`src/exec_pkg.sv`:
```
// Opcode enum, request and response structs, tag width and default parameters of the execution unit
package exec_pkg;

  // Tags are carried through the unit untouched, so their width is fixed here
  localparam int TAG_W = 4;

  // Defaults picked up by the top level when no override is given
  localparam int DEF_WIDTH       = 32;
  localparam int DEF_MUL_STAGES  = 3;
  localparam int DEF_QUEUE_DEPTH = 8;

  // Integer operations handled by the ALU
  typedef enum logic [1:0] {
    OP_ADD = 2'b00,
    OP_SUB = 2'b01,
    OP_MUL = 2'b10,
    OP_SLT = 2'b11
  } alu_op_e;

  // One operation request from the issue side
  typedef struct packed {
    alu_op_e          op;
    logic [31:0]      a;
    logic [31:0]      b;
    logic [TAG_W-1:0] tag;
  } alu_req_t;

  // One completed operation with its flags
  // Carry is meaningful only for add and subtract and reads 0 otherwise
  typedef struct packed {
    logic [31:0]      result;
    logic             zero;
    logic             carry;
    logic [TAG_W-1:0] tag;
  } alu_rsp_t;

endpackage

```
`src/adder.sv`:
```
// Ripple-carry adder with carry in and carry out
`timescale 1ns/100ps

module adder #(
  parameter int WIDTH = 32
) (
  input  logic [WIDTH-1:0] a,
  input  logic [WIDTH-1:0] b,
  input  logic             carry_in,
  output logic [WIDTH-1:0] sum,
  output logic             carry_out
);

  // Carry chain, bit 0 is the incoming carry and the top bit leaves the adder
  logic [WIDTH:0] carry;

  assign carry[0] = carry_in;

  // One full adder per bit, each taking the carry of the bit below
  for (genvar i = 0; i < WIDTH; i++) begin : g_bit
    assign sum[i]       = a[i] ^ b[i] ^ carry[i];
    assign carry[i + 1] = (a[i] & b[i]) | (carry[i] & (a[i] ^ b[i]));
  end

  assign carry_out = carry[WIDTH];

endmodule

```
`src/alu.sv`:
```
// ALU with opcode decode, aligned result pipeline, flag generation and credit-based issue
`timescale 1ns/100ps

module alu #(
  parameter int WIDTH       = exec_pkg::DEF_WIDTH,
  parameter int MUL_STAGES  = exec_pkg::DEF_MUL_STAGES,
  parameter int QUEUE_DEPTH = exec_pkg::DEF_QUEUE_DEPTH
) (
  input  logic                         clk,
  input  logic                         rst_n,
  input  exec_pkg::alu_req_t           req,
  input  logic                         req_valid,
  output logic                         req_ready,
  input  logic [$clog2(QUEUE_DEPTH):0] free_slots,
  output exec_pkg::alu_rsp_t           push_rsp,
  output logic                         push_valid
);

  localparam int CNT_W = $clog2(QUEUE_DEPTH) + 1;

  // Adder outcome and request context, delayed to line up with the multiplier
  typedef struct packed {
    exec_pkg::alu_op_e          op;
    logic [exec_pkg::TAG_W-1:0] tag;
    logic [WIDTH-1:0]           sum;
    logic                       carry;
    logic                       lt;
  } stage_t;

  logic                  subtract;
  logic [WIDTH-1:0]      op_a;
  logic [WIDTH-1:0]      op_b;
  logic [WIDTH-1:0]      sum;
  logic                  carry_out;
  logic                  overflow;
  logic                  accept;
  logic [WIDTH-1:0]      product;
  stage_t                stage_d;
  stage_t                stage_q [MUL_STAGES];
  logic [MUL_STAGES-1:0] stage_vld;
  stage_t                last;
  logic [WIDTH-1:0]      result;
  exec_pkg::alu_rsp_t    rsp_d;
  logic [CNT_W-1:0]      in_flight;

  // Subtract and compare both need a - b, done as a + ~b + 1
  assign subtract = (req.op == exec_pkg::OP_SUB) || (req.op == exec_pkg::OP_SLT);
  assign op_a     = req.a[WIDTH-1:0];
  assign op_b     = subtract ? ~req.b[WIDTH-1:0] : req.b[WIDTH-1:0];

  adder #(
    .WIDTH(WIDTH)
  ) i_adder (
    .a        (op_a),
    .b        (op_b),
    .carry_in (subtract),
    .sum      (sum),
    .carry_out(carry_out)
  );

  // Fed every cycle; the product is only used when the opcode says so
  multiplier #(
    .WIDTH     (WIDTH),
    .MUL_STAGES(MUL_STAGES)
  ) i_multiplier (
    .clk         (clk),
    .rst_n       (rst_n),
    .multiplicand(op_a),
    .multiplier  (req.b[WIDTH-1:0]),
    .product     (product)
  );

  // Signed overflow of a + op_b, needed to get the true sign of a - b
  assign overflow = (op_a[WIDTH-1] == op_b[WIDTH-1]) && (sum[WIDTH-1] != op_a[WIDTH-1]);

  always_comb
  begin
    stage_d.op    = req.op;
    stage_d.tag   = req.tag;
    stage_d.sum   = sum;
    stage_d.carry = carry_out;
    // a < b signed when the difference is negative, unless it overflowed
    stage_d.lt    = sum[WIDTH-1] ^ overflow;
  end

  // Credits: never take more than the queue can absorb, counting what is in flight
  assign req_ready = in_flight < free_slots;
  assign accept    = req_valid && req_ready;

  // Valid bits of the delay line
  always_ff @(posedge clk)
  begin
    if (!rst_n)
      stage_vld <= '0;
    else
    begin
      stage_vld[0] <= accept;
      for (int s = 1; s < MUL_STAGES; s++)
        stage_vld[s] <= stage_vld[s-1];
    end
  end

  // Payload of the delay line
  always_ff @(posedge clk)
  begin
    stage_q[0] <= stage_d;
    for (int s = 1; s < MUL_STAGES; s++)
      stage_q[s] <= stage_q[s-1];
  end

  assign last = stage_q[MUL_STAGES-1];

  // The last stage and the multiplier output belong to the same request
  always_comb
  begin
    case (last.op)
      exec_pkg::OP_MUL: result = product;
      exec_pkg::OP_SLT: result = {{(WIDTH-1){1'b0}}, last.lt};
      default:          result = last.sum;
    endcase
    rsp_d.result = 32'(result);
    rsp_d.zero   = (result == '0);
    rsp_d.carry  = ((last.op == exec_pkg::OP_ADD) || (last.op == exec_pkg::OP_SUB)) ?
                   last.carry : 1'b0;
    rsp_d.tag    = last.tag;
  end

  // Output register, one edge ahead of the queue write
  always_ff @(posedge clk)
  begin
    if (!rst_n)
      push_valid <= 1'b0;
    else
      push_valid <= stage_vld[MUL_STAGES-1];
  end

  always_ff @(posedge clk)
  begin
    push_rsp <= rsp_d;
  end

  // In-flight count of accepted requests not yet written into the queue
  always_ff @(posedge clk)
  begin
    if (!rst_n)
      in_flight <= '0;
    else
    begin
      case ({accept, push_valid})
        2'b10:   in_flight <= in_flight + CNT_W'(1);
        2'b01:   in_flight <= in_flight - CNT_W'(1);
        default: in_flight <= in_flight;
      endcase
    end
  end

  // A push must always find a free slot in the queue
  a_push_has_room: assert property (@(posedge clk) disable iff (!rst_n)
    push_valid |-> free_slots != '0)
    else $error("push without a free queue slot");

  // Credits never exceed what the queue can hold
  a_in_flight_max: assert property (@(posedge clk) disable iff (!rst_n)
    in_flight <= CNT_W'(QUEUE_DEPTH))
    else $error("in-flight count above queue depth");

endmodule

```
`src/exec_unit.sv`:
```
// Execution unit top level joining the ALU and the result queue
`timescale 1ns/100ps

module exec_unit #(
  parameter int WIDTH       = exec_pkg::DEF_WIDTH,
  parameter int MUL_STAGES  = exec_pkg::DEF_MUL_STAGES,
  parameter int QUEUE_DEPTH = exec_pkg::DEF_QUEUE_DEPTH
) (
  input  logic               clk,
  input  logic               rst_n,
  input  exec_pkg::alu_req_t req,
  input  logic               req_valid,
  output logic               req_ready,
  output exec_pkg::alu_rsp_t rsp,
  output logic               rsp_valid,
  input  logic               rsp_ready
);

  localparam int CNT_W = $clog2(QUEUE_DEPTH) + 1;

  // Results leaving the ALU pipeline
  exec_pkg::alu_rsp_t push_rsp;
  logic               push_valid;
  // Room left in the queue, used as issue credit by the ALU
  logic [CNT_W-1:0]   free_slots;

  alu #(
    .WIDTH      (WIDTH),
    .MUL_STAGES (MUL_STAGES),
    .QUEUE_DEPTH(QUEUE_DEPTH)
  ) i_alu (
    .clk       (clk),
    .rst_n     (rst_n),
    .req       (req),
    .req_valid (req_valid),
    .req_ready (req_ready),
    .free_slots(free_slots),
    .push_rsp  (push_rsp),
    .push_valid(push_valid)
  );

  result_queue #(
    .DEPTH(QUEUE_DEPTH)
  ) i_result_queue (
    .clk       (clk),
    .rst_n     (rst_n),
    .push_rsp  (push_rsp),
    .push_valid(push_valid),
    .free_slots(free_slots),
    .rsp       (rsp),
    .rsp_valid (rsp_valid),
    .rsp_ready (rsp_ready)
  );

endmodule

```
`src/multiplier.sv`:
```
// Pipelined unsigned multiplier that keeps the low half of the product
`timescale 1ns/100ps

module multiplier #(
  parameter int WIDTH      = 32,
  parameter int MUL_STAGES = 3
) (
  input  logic             clk,
  input  logic             rst_n,
  input  logic [WIDTH-1:0] multiplicand,
  input  logic [WIDTH-1:0] multiplier,
  output logic [WIDTH-1:0] product
);

  // The multiplier operand is cut into one slice per stage plus a final slice
  // that is added on the way out of the last register
  localparam int NSLICE = MUL_STAGES + 1;
  localparam int SLICE  = (WIDTH + NSLICE - 1) / NSLICE;
  localparam int EXT_W  = SLICE * NSLICE;

  // Operands travel with the running sum so a new pair can enter every cycle
  typedef struct packed {
    logic [WIDTH-1:0] mcand;
    logic [EXT_W-1:0] mplier;
  } opnd_t;

  opnd_t            opnd_q [MUL_STAGES];
  logic [WIDTH-1:0] acc_q  [MUL_STAGES];
  opnd_t            opnd_in;

  // Partial product of one slice, already shifted to its weight
  // Bits above WIDTH are dropped since only the low half is kept
  function automatic logic [WIDTH-1:0] partial(input opnd_t opnd, input int k);
    logic [WIDTH-1:0] digit;
    digit = WIDTH'(opnd.mplier[k*SLICE +: SLICE]);
    return (opnd.mcand * digit) << (k * SLICE);
  endfunction

  // Zero-extend the multiplier so every slice has full width
  always_comb
  begin
    opnd_in.mcand  = multiplicand;
    opnd_in.mplier = EXT_W'(multiplier);
  end

  // Running sums, cleared on reset
  always_ff @(posedge clk)
  begin
    if (!rst_n)
    begin
      for (int s = 0; s < MUL_STAGES; s++)
        acc_q[s] <= '0;
    end
    else
    begin
      acc_q[0] <= partial(opnd_in, 0);
      for (int s = 1; s < MUL_STAGES; s++)
        acc_q[s] <= acc_q[s-1] + partial(opnd_q[s-1], s);
    end
  end

  // Operand copies follow the running sum down the pipe
  always_ff @(posedge clk)
  begin
    opnd_q[0] <= opnd_in;
    for (int s = 1; s < MUL_STAGES; s++)
      opnd_q[s] <= opnd_q[s-1];
  end

  // The top slice is folded in after the last register
  assign product = acc_q[MUL_STAGES-1] + partial(opnd_q[MUL_STAGES-1], MUL_STAGES);

endmodule

```
`src/result_queue.sv`:
```
// Response FIFO with valid/ready output and free-slot count
`timescale 1ns/100ps

module result_queue #(
  parameter int DEPTH = exec_pkg::DEF_QUEUE_DEPTH
) (
  input  logic                   clk,
  input  logic                   rst_n,
  input  exec_pkg::alu_rsp_t     push_rsp,
  input  logic                   push_valid,
  output logic [$clog2(DEPTH):0] free_slots,
  output exec_pkg::alu_rsp_t     rsp,
  output logic                   rsp_valid,
  input  logic                   rsp_ready
);

  localparam int CNT_W = $clog2(DEPTH) + 1;
  localparam int PTR_W = (DEPTH > 1) ? $clog2(DEPTH) : 1;

  exec_pkg::alu_rsp_t mem [DEPTH];
  logic [PTR_W-1:0]   wr_ptr;
  logic [PTR_W-1:0]   rd_ptr;
  logic [CNT_W-1:0]   count;
  logic               pop;

  // Pointers wrap by hand so the depth need not be a power of two
  function automatic logic [PTR_W-1:0] next_ptr(input logic [PTR_W-1:0] ptr);
    return (ptr == PTR_W'(DEPTH - 1)) ? '0 : ptr + PTR_W'(1);
  endfunction

  assign pop        = rsp_valid && rsp_ready;
  assign rsp_valid  = count != '0;
  assign rsp        = mem[rd_ptr];
  assign free_slots = CNT_W'(DEPTH) - count;

  // Storage
  always_ff @(posedge clk)
  begin
    if (push_valid)
      mem[wr_ptr] <= push_rsp;
  end

  // Pointers and occupancy, push and pop may share a cycle
  always_ff @(posedge clk)
  begin
    if (!rst_n)
    begin
      wr_ptr <= '0;
      rd_ptr <= '0;
      count  <= '0;
    end
    else
    begin
      if (push_valid)
        wr_ptr <= next_ptr(wr_ptr);
      if (pop)
        rd_ptr <= next_ptr(rd_ptr);
      case ({push_valid, pop})
        2'b10:   count <= count + CNT_W'(1);
        2'b01:   count <= count - CNT_W'(1);
        default: count <= count;
      endcase
    end
  end

  // The ALU credit scheme keeps writes away from a full queue
  a_no_push_full: assert property (@(posedge clk) disable iff (!rst_n)
    push_valid |-> count != CNT_W'(DEPTH))
    else $error("push into a full queue");

  // A stalled head item stays put until the consumer takes it
  a_rsp_stable: assert property (@(posedge clk) disable iff (!rst_n)
    rsp_valid && !rsp_ready |=> rsp_valid && $stable(rsp))
    else $error("head response changed while stalled");

endmodule

```
`config.mk`:
```
export PLATFORM = sky130hd
export DESIGN_NAME = exec_unit
export DESIGN_NICKNAME = d
export VERILOG_FILES = /design/src/exec_pkg.sv /design/src/adder.sv /design/src/alu.sv /design/src/exec_unit.sv /design/src/multiplier.sv /design/src/result_queue.sv
export SDC_FILE = /design/constraint.sdc
export NUM_CORES = 2
export LEC_CHECK = 0
export BUFFER_PORTS_ARGS = -buffer_cell sky130_fd_sc_hd__buf_2
export CORE_MARGIN = 2
export CORE_UTILIZATION = 55
export DETAILED_ROUTE_END_ITERATION = 12
export PLACE_DENSITY = 0.76
export RECOVER_POWER = 50
export SLEW_MARGIN = 10
export SYNTH_ARGS = -nofsm -noshare
export SYNTH_HDL_FRONTEND = slang
export SYNTH_SLANG_ARGS = --single-unit
```
`constraint.sdc`:
```
create_clock -name clk -period 23 [get_ports clk]
set_clock_uncertainty 0.2 [all_clocks]
set_input_delay 3.45 -clock clk [delete_from_list [all_inputs] [get_ports clk]]
set_output_delay 3.45 -clock clk [all_outputs]
set_load 0.05 [all_outputs]
```
# Yosys cells after proc, flatten, opt, wreduce, memory -nomap -nowiden
# Memories as Yosys holds them, arrays and structs flattened. A register that Yosys moved wholly into a read port is not among the register bits.
# Index checks and enable logic that the tools add are counted.
# totals
reg_bits	56
elab_cells	232
out_inout_bits	40
latchBits	0
inputBits	74
mem_bits_ro	0
ram_bits	712
mem_count	4
# classes
div_mod_pow	0
n_addsub	10
n_reduce_logical	10
eq_ne	13
n_mux	15
magnitude_cmp	1
bitwise_logic	165
n_shift	0
mul	4
# mem_list
name	depth	word_bits	read_ports	rd_ports_with_merged_regs	write_ports	line_no	text
i_result_queue.mem	8	38	1	1	1	result_queue.sv:20	exec_pkg::alu_rsp_t mem [DEPTH];
i_alu.i_multiplier.opnd_q	3	64	3	0	3	multiplier.sv:27	opnd_t opnd_q [MUL_STAGES];
i_alu.stage_q	3	40	3	0	3	alu.sv:39	stage_t stage_q [MUL_STAGES];
i_alu.i_multiplier.acc_q	3	32	3	0	3	multiplier.sv:28	logic [WIDTH-1:0] acc_q [MUL_STAGES];
# op_table
operator	n
2-to-1 mux 32 bit	4
adder 32 bit	3
XOR 1 bit	65
bitwise AND 1 bit	64
case mux 32 bit (2 select lines)	1
OR 1 bit	35
logical NOT 32 bit	1
multiplier 32 x 8 -> 16 bit	1
multiplier 32 x 8 -> 24 bit	1
multiplier 32 x 8 -> 32 bit	1
multiplier 32 x 8 -> 8 bit	1
inverter 32 bit	1
case mux 4 bit (2 select lines)	2
2-to-1 mux 3 bit	4
equality test 2 bit (second input constant)	5
adder 4 x 1 -> 4 bit (second input constant)	2
equality test 2 x 1 -> 1 bit (second input constant)	4
subtractor 4 x 1 -> 4 bit (second input constant)	2
adder 3 x 1 -> 3 bit (second input constant)	2
equality test 3 bit (second input constant)	2
less-than comparator 4 bit	1
2-to-1 mux 1 bit	4
nonzero test 2 bit	2
nonzero test 4 bit	1
6 further kinds	9

# Depth between registers and ports, before layout
# logic_depth
word_depth	70
ltp_mapped	37
ltp_nobuf	35

# Modules after synthesis
# Synthesis repeated with hierarchy kept, for this count alone.
# unflattened
hier_cells	3151
area_unflattened_um2	38190.4
# modules_own_cells
mod	instances	seq_area_each_um2	area_per_inst_um2	cells_per_inst
multiplier	1	3843.7	20830.0	2212
result_queue	1	9389.0	12107.9	522
alu	1	3323.2	4574.4	375
adder	1	0.0	678.2	42

# Worst setup path after synthesis
# OpenSTA, ideal clock, no wires.
# synth_path
path_type	input-to-reg
start	input port req[68] (netlist name)
end	memory i_alu.stage_q[0][33] (netlist name)
required_ns	22.669
setup_slack_ns	5.561
setup_time_ns	0.131
path_stages	37
n_path_buf	2
arrival_ns	17.108
path_cell_list	clkbuf_1 > buf_1 > mux2i_1 > fa_1 > fa_1 > fa_1 > fa_1 > fa_1 > fa_1 > fa_1 > fa_1 > fa_1 > fa_1 > fa_1 > fa_1 > fa_1 > fa_1 > fa_1 > fa_1 > fa_1 > fa_1 > fa_1 > fa_1 > fa_1 > fa_1 > fa_1 > fa_1 > fa_1 > fa_1 > fa_1 > fa_1 > inv_1 > fa_1 > inv_1 > fa_1 > inv_1 > fa_1
# synth_lines
item	line_no	text
start: declaration	exec_unit.sv:11	input exec_pkg::alu_req_t req,
end: declaration	alu.sv:39	

==> Implementation_results.wiki <==
{| class="wikitable"
! Metric !! Value
|-
| Outcome || finished, violations left
|-
| Failing checks || capacitance limit, slew limit
|-
| Die ar. || between 70000 and 80000 µm²
|-
| Root buf cell || sky130_fd_sc_hd__clkbuf_16
|-
| Ys async rst share || 0
|-
| GR Overflow Total || 0
|-
| Maximum number of pins on one net before global-route repair || 77
|-
| Violation count after the first detailed-route iteration || 1697
|-
| Gr usage total || 0.2441
|-
| Startpoint of the tightest hold check path || i_alu.i_multiplier.opnd_q[0][19]
|-
| Sum of negative setup slack || 0 ns
|-
| Most common cell in the synthesized netlist || sky130_fd_sc_hd__inv_1
|-
| Cell area after synthesis || 37970 µm²
|-
| Critical R2R Launch || i_alu.i_multiplier.opnd_q[0][10]
|-
| Largest vdd supply drop || about 120 µV
|-
| Total I/O pin count || approximately 110
|-
| Area of combinational cells with multiple inputs || ~20000 µm²
|-
| Clock transition at the registers of the reported paths || around 0.06 ns
|-
| Width of the chip || 266.8 µm
|-
| Required time of the worst setup path || between 20 and 25 ns
|-
| Arr. time, crit path || around 18 ns
|-
| Netlist cell types || between 70 and 80
|-
| Length in cells of the worst reg-to-reg path || 24
|-
| Avg WL per Cell || just under 20 µm
|-
| H-Tree Level Count || 3
|-
| Hold Crit Class || flip-flop to flip-flop
|-
| Wire length of the first global-routing pass || around 130000 µm
|-
| Flop and latch count out of synthesis || ~680
|-
| Top achievable clock speed || approximately 0.057 GHz
|-
| Fin crit share || 0.7586
|-
| Main area contributors after synthesis || sky130_fd_sc_hd__edfxtp_1 (24%), sky130_fd_sc_hd__fa_1 (20%), sky130_fd_sc_hd__dfxtp_1 (20%), sky130_fd_sc_hd__ha_1 (5.7%), sky130_fd_sc_hd__and2_1 (4.7%)
|-
| Placeable core area || just under 70000 µm²
|-
| IO Port Bufs || around 110
|-
| Synthesized netlist net count || 3806
|-
| Clock tree from TritonCTS || built
|-
| # resized after CTS || 0
|-
| Pins Over Slew Limit || around 230
|-
| Final net count || approximately 3.9k
|-
| Die Y-Extent || 266.8 µm
|-
| Final instance area || ~42000 µm²
|-
| Actual transition at the worst max-transition pin || 2.866 ns
|-
| Clock Latency Late Sink || approximately 0.63 ns
|-
| Delay of the slowest cell on the worst path || around 0.59 ns
|-
| EDFF count, synth || 304
|-
| Number of hold violations in the final report || 0
|-
| Total of hold buffers inserted after clock tree synthesis || 0
|-
| Post-detailed-placement half-perimeter wirelength || roughly 57000 µm
|-
| Remaining DRCs || 0
|-
| Placer congestion estimate || around 0.90
|-
| Worst-case headroom to the max-slew limit || -0.9104
|-
| Area added between synthesis and finish || 9.727%
|-
| Sequential fraction of the synthesis area || 0.4360
|-
| Initial Util || 0.5546
|-
| Total setup violations reported at the end of the flow || 0
|-
| Sinks on the clock net || between 600 and 700
|-
| RSZ-0062 raised after global routing || no
|-
| Number of warnings reported in the yosys synthesis log || 0
|-
| Maximum net fanout on the critical path || 32
|-
| Count of cells along the worst hold path || 0
|-
| PD cells || 123.9 nW/µm²
|-
| Commonest cells post-synth || sky130_fd_sc_hd__inv_1 (391), sky130_fd_sc_hd__fa_1 (372), sky130_fd_sc_hd__dfxtp_1 (371)
|-
| Antenna violations before repair || 5
|-
| Top flip-flop cell by instance count after synthesis || sky130_fd_sc_hd__dfxtp_1
|-
| Critical-path top delay cell || sky130_fd_sc_hd__buf_2
|-
| Leakage power figure || between 15 and 20 nW
|-
| Max Buffers Root-to-Sink || 3
|-
| Routed Antenna Nets || 0
|-
| Total wire length after detailed routing || between 80000 and 90000 µm
|-
| Hold worst-path end || i_alu.i_multiplier.opnd_q[0][83]
|-
| Startpoint-to-endpoint class of the critical path || input port to flip-flop
|-
| Vias post-DR || ~23k
|-
| Most Frequent Cell on Critical Path || sky130_fd_sc_hd__fa_1
|-
| Startpoint kind of the worst setup timing path || input port
|-
| Setup Fix Bufs, Post-CTS || 0
|-
| Leading area contributor after synthesis || sky130_fd_sc_hd__edfxtp_1
|-
| Gate count of the mapped netlist || 3187
|-
| R2R Path End || i_alu.i_multiplier.acc_q[0][63]
|-
| Register cell area after layout || 16560 µm²
|-
| Total cell area at the placement stage || around 39000 µm²
|-
| Maximum Capacitance Violations || 6
|-
| Minimum clock period || 17.45 ns
|-
| Via-per-instance ratio || 5.443
|-
| Area share of the largest cell type after synthesis || 0.2404
|-
| Avg Cell Area, Syn || around 12 µm²
|-
| Share of cells above drive strength 1 || 0.1168
|-
| Worst reg2reg setup slack || between 15 and 20 ns
|-
| Number of clock buffers inserted by TritonCTS || roughly 70
|-
| Filler cell count || 5319
|-
| Via count of the first global-routing pass || 24.22k
|-
| Element type at the critical path end || flip-flop
|-
| Number of standard-cell rows in the floorplan || 96
|-
| TritonRoute pass-1 iters || 5
|}
[logic make-up after synthesis]
group                      synth area share
and+or+nand+nor                      0.1158
DFF                                  0.4360
adders and majority gates            0.2531
buffers and inverters               0.05127
AOI/OAI and AO/OA                   0.04528
xor gates and xnor gates            0.04106
muxes                               0.05743
[placed cells by master, fill, tap and decap left out, types with 68 or more instances in the layout]
cell	count
sky130_fd_sc_hd__a21oi_1	83
sky130_fd_sc_hd__dfxtp_1	368
sky130_fd_sc_hd__edfxtp_1	304
sky130_fd_sc_hd__nand2_1	353
sky130_fd_sc_hd__clkbuf_16	68
sky130_fd_sc_hd__mux4_2	76
sky130_fd_sc_hd__nor2_1	109
sky130_fd_sc_hd__inv_1	390
sky130_fd_sc_hd__fa_1	372
sky130_fd_sc_hd__and2_1	284
sky130_fd_sc_hd__buf_2	113
sky130_fd_sc_hd__ha_1	173
sky130_fd_sc_hd__xnor2_1	128
[layer usage]
metal / wire (µm) / track usage / vias to the layer above
met5: 27 / 0 / -
met4: 2806 / 0.08564 / 4
met3: 6136 / 0.04964 / 153
met2: 39770 / 0.4048 / 800
met1: 34070 / 0.3208 / 11394
li1: - / - / 10547
[where the power goes]
part | internal [mW] | leakage (nW) | total, mW | switching (mW)
registers | 1.44 | 5.87 | 1.53 | 0.0977
clock network | 0.634 | 1.11 | 1.12 | 0.486
logic | 1.08 | 10.1 | 2.51 | 1.43
total | 3.15 | 17.1 | 5.16 | 2.01
[registers in the layout (all words and copies together), names as in the netlist, named ones only]
name	cells
i_result_queue.wr_ptr	3
i_alu.in_flight	4
i_result_queue.rd_ptr	3
i_alu.stage_vld	3
i_result_queue.count	4
i_alu.stage_q	120
i_result_queue.mem	304
i_alu.i_multiplier.acc_q	96
i_alu.push_valid	1
i_alu.i_multiplier.opnd_q	96
i_alu.push_rsp	38
[layout make-up]
cell class,instances,area share
Multi-Input combinational cell,2002,0.4686
Sequential cell,675,0.3976
Clock buffer,89,0.04474
Inverter,391,0.03523
Tap cell,882,0.02649
Timing Repair Buffer,131,0.01619
Clock inverter,35,0.01108
Antenna cell,2,0.0001201
[worst max-delay path: cells and delay by family]
family / cells / cell delay (ns)
adders and majority gates: 31 / 13.28
buffers and inverters: 4 / 0.83
xor gates and xnor gates: 1 / 0.18
[stage by stage]
| step | setup slack, ns | power [mW] | instances | hold slack [ns] | utilization |
|---|---|---|---|---|---|
| 2_1_floorplan | 5.561 | 3.473 | 3187 | 0.1096 | - |
| 3_3_place_gp | 5.081 | 3.984 | 4081 | 0.1101 | 0.5749 |
| 3_5_place_dp | 4.944 | 4.030 | 4081 | 0.1121 | 0.5749 |
| 4_1_cts | 5.555 | 5.175 | 4205 | 0.1116 | 0.6089 |
| 5_1_grt | 5.029 | 5.571 | 4205 | 0.1239 | 0.6085 |
| 6_report | 5.552 | 5.162 | 4207 | 0.1174 | 0.6086 |
[worst max path at each step]
stage	from	to	slack (ns)	depth (start not counted)
finish	req[5]	i_alu.stage_q[0][33]	5.55	36
global route	req[5]	i_alu.stage_q[0][33]	5.03	36
CTS	req[5]	i_alu.stage_q[0][33]	5.56	36
detailed placement	req[5]	i_alu.stage_q[0][33]	4.94	36
global placement	req[5]	i_alu.stage_q[0][33]	5.08	36
floorplan	req[68]	i_alu.stage_q[0][33]	5.56	37
(Power assumes the default switching activity.)
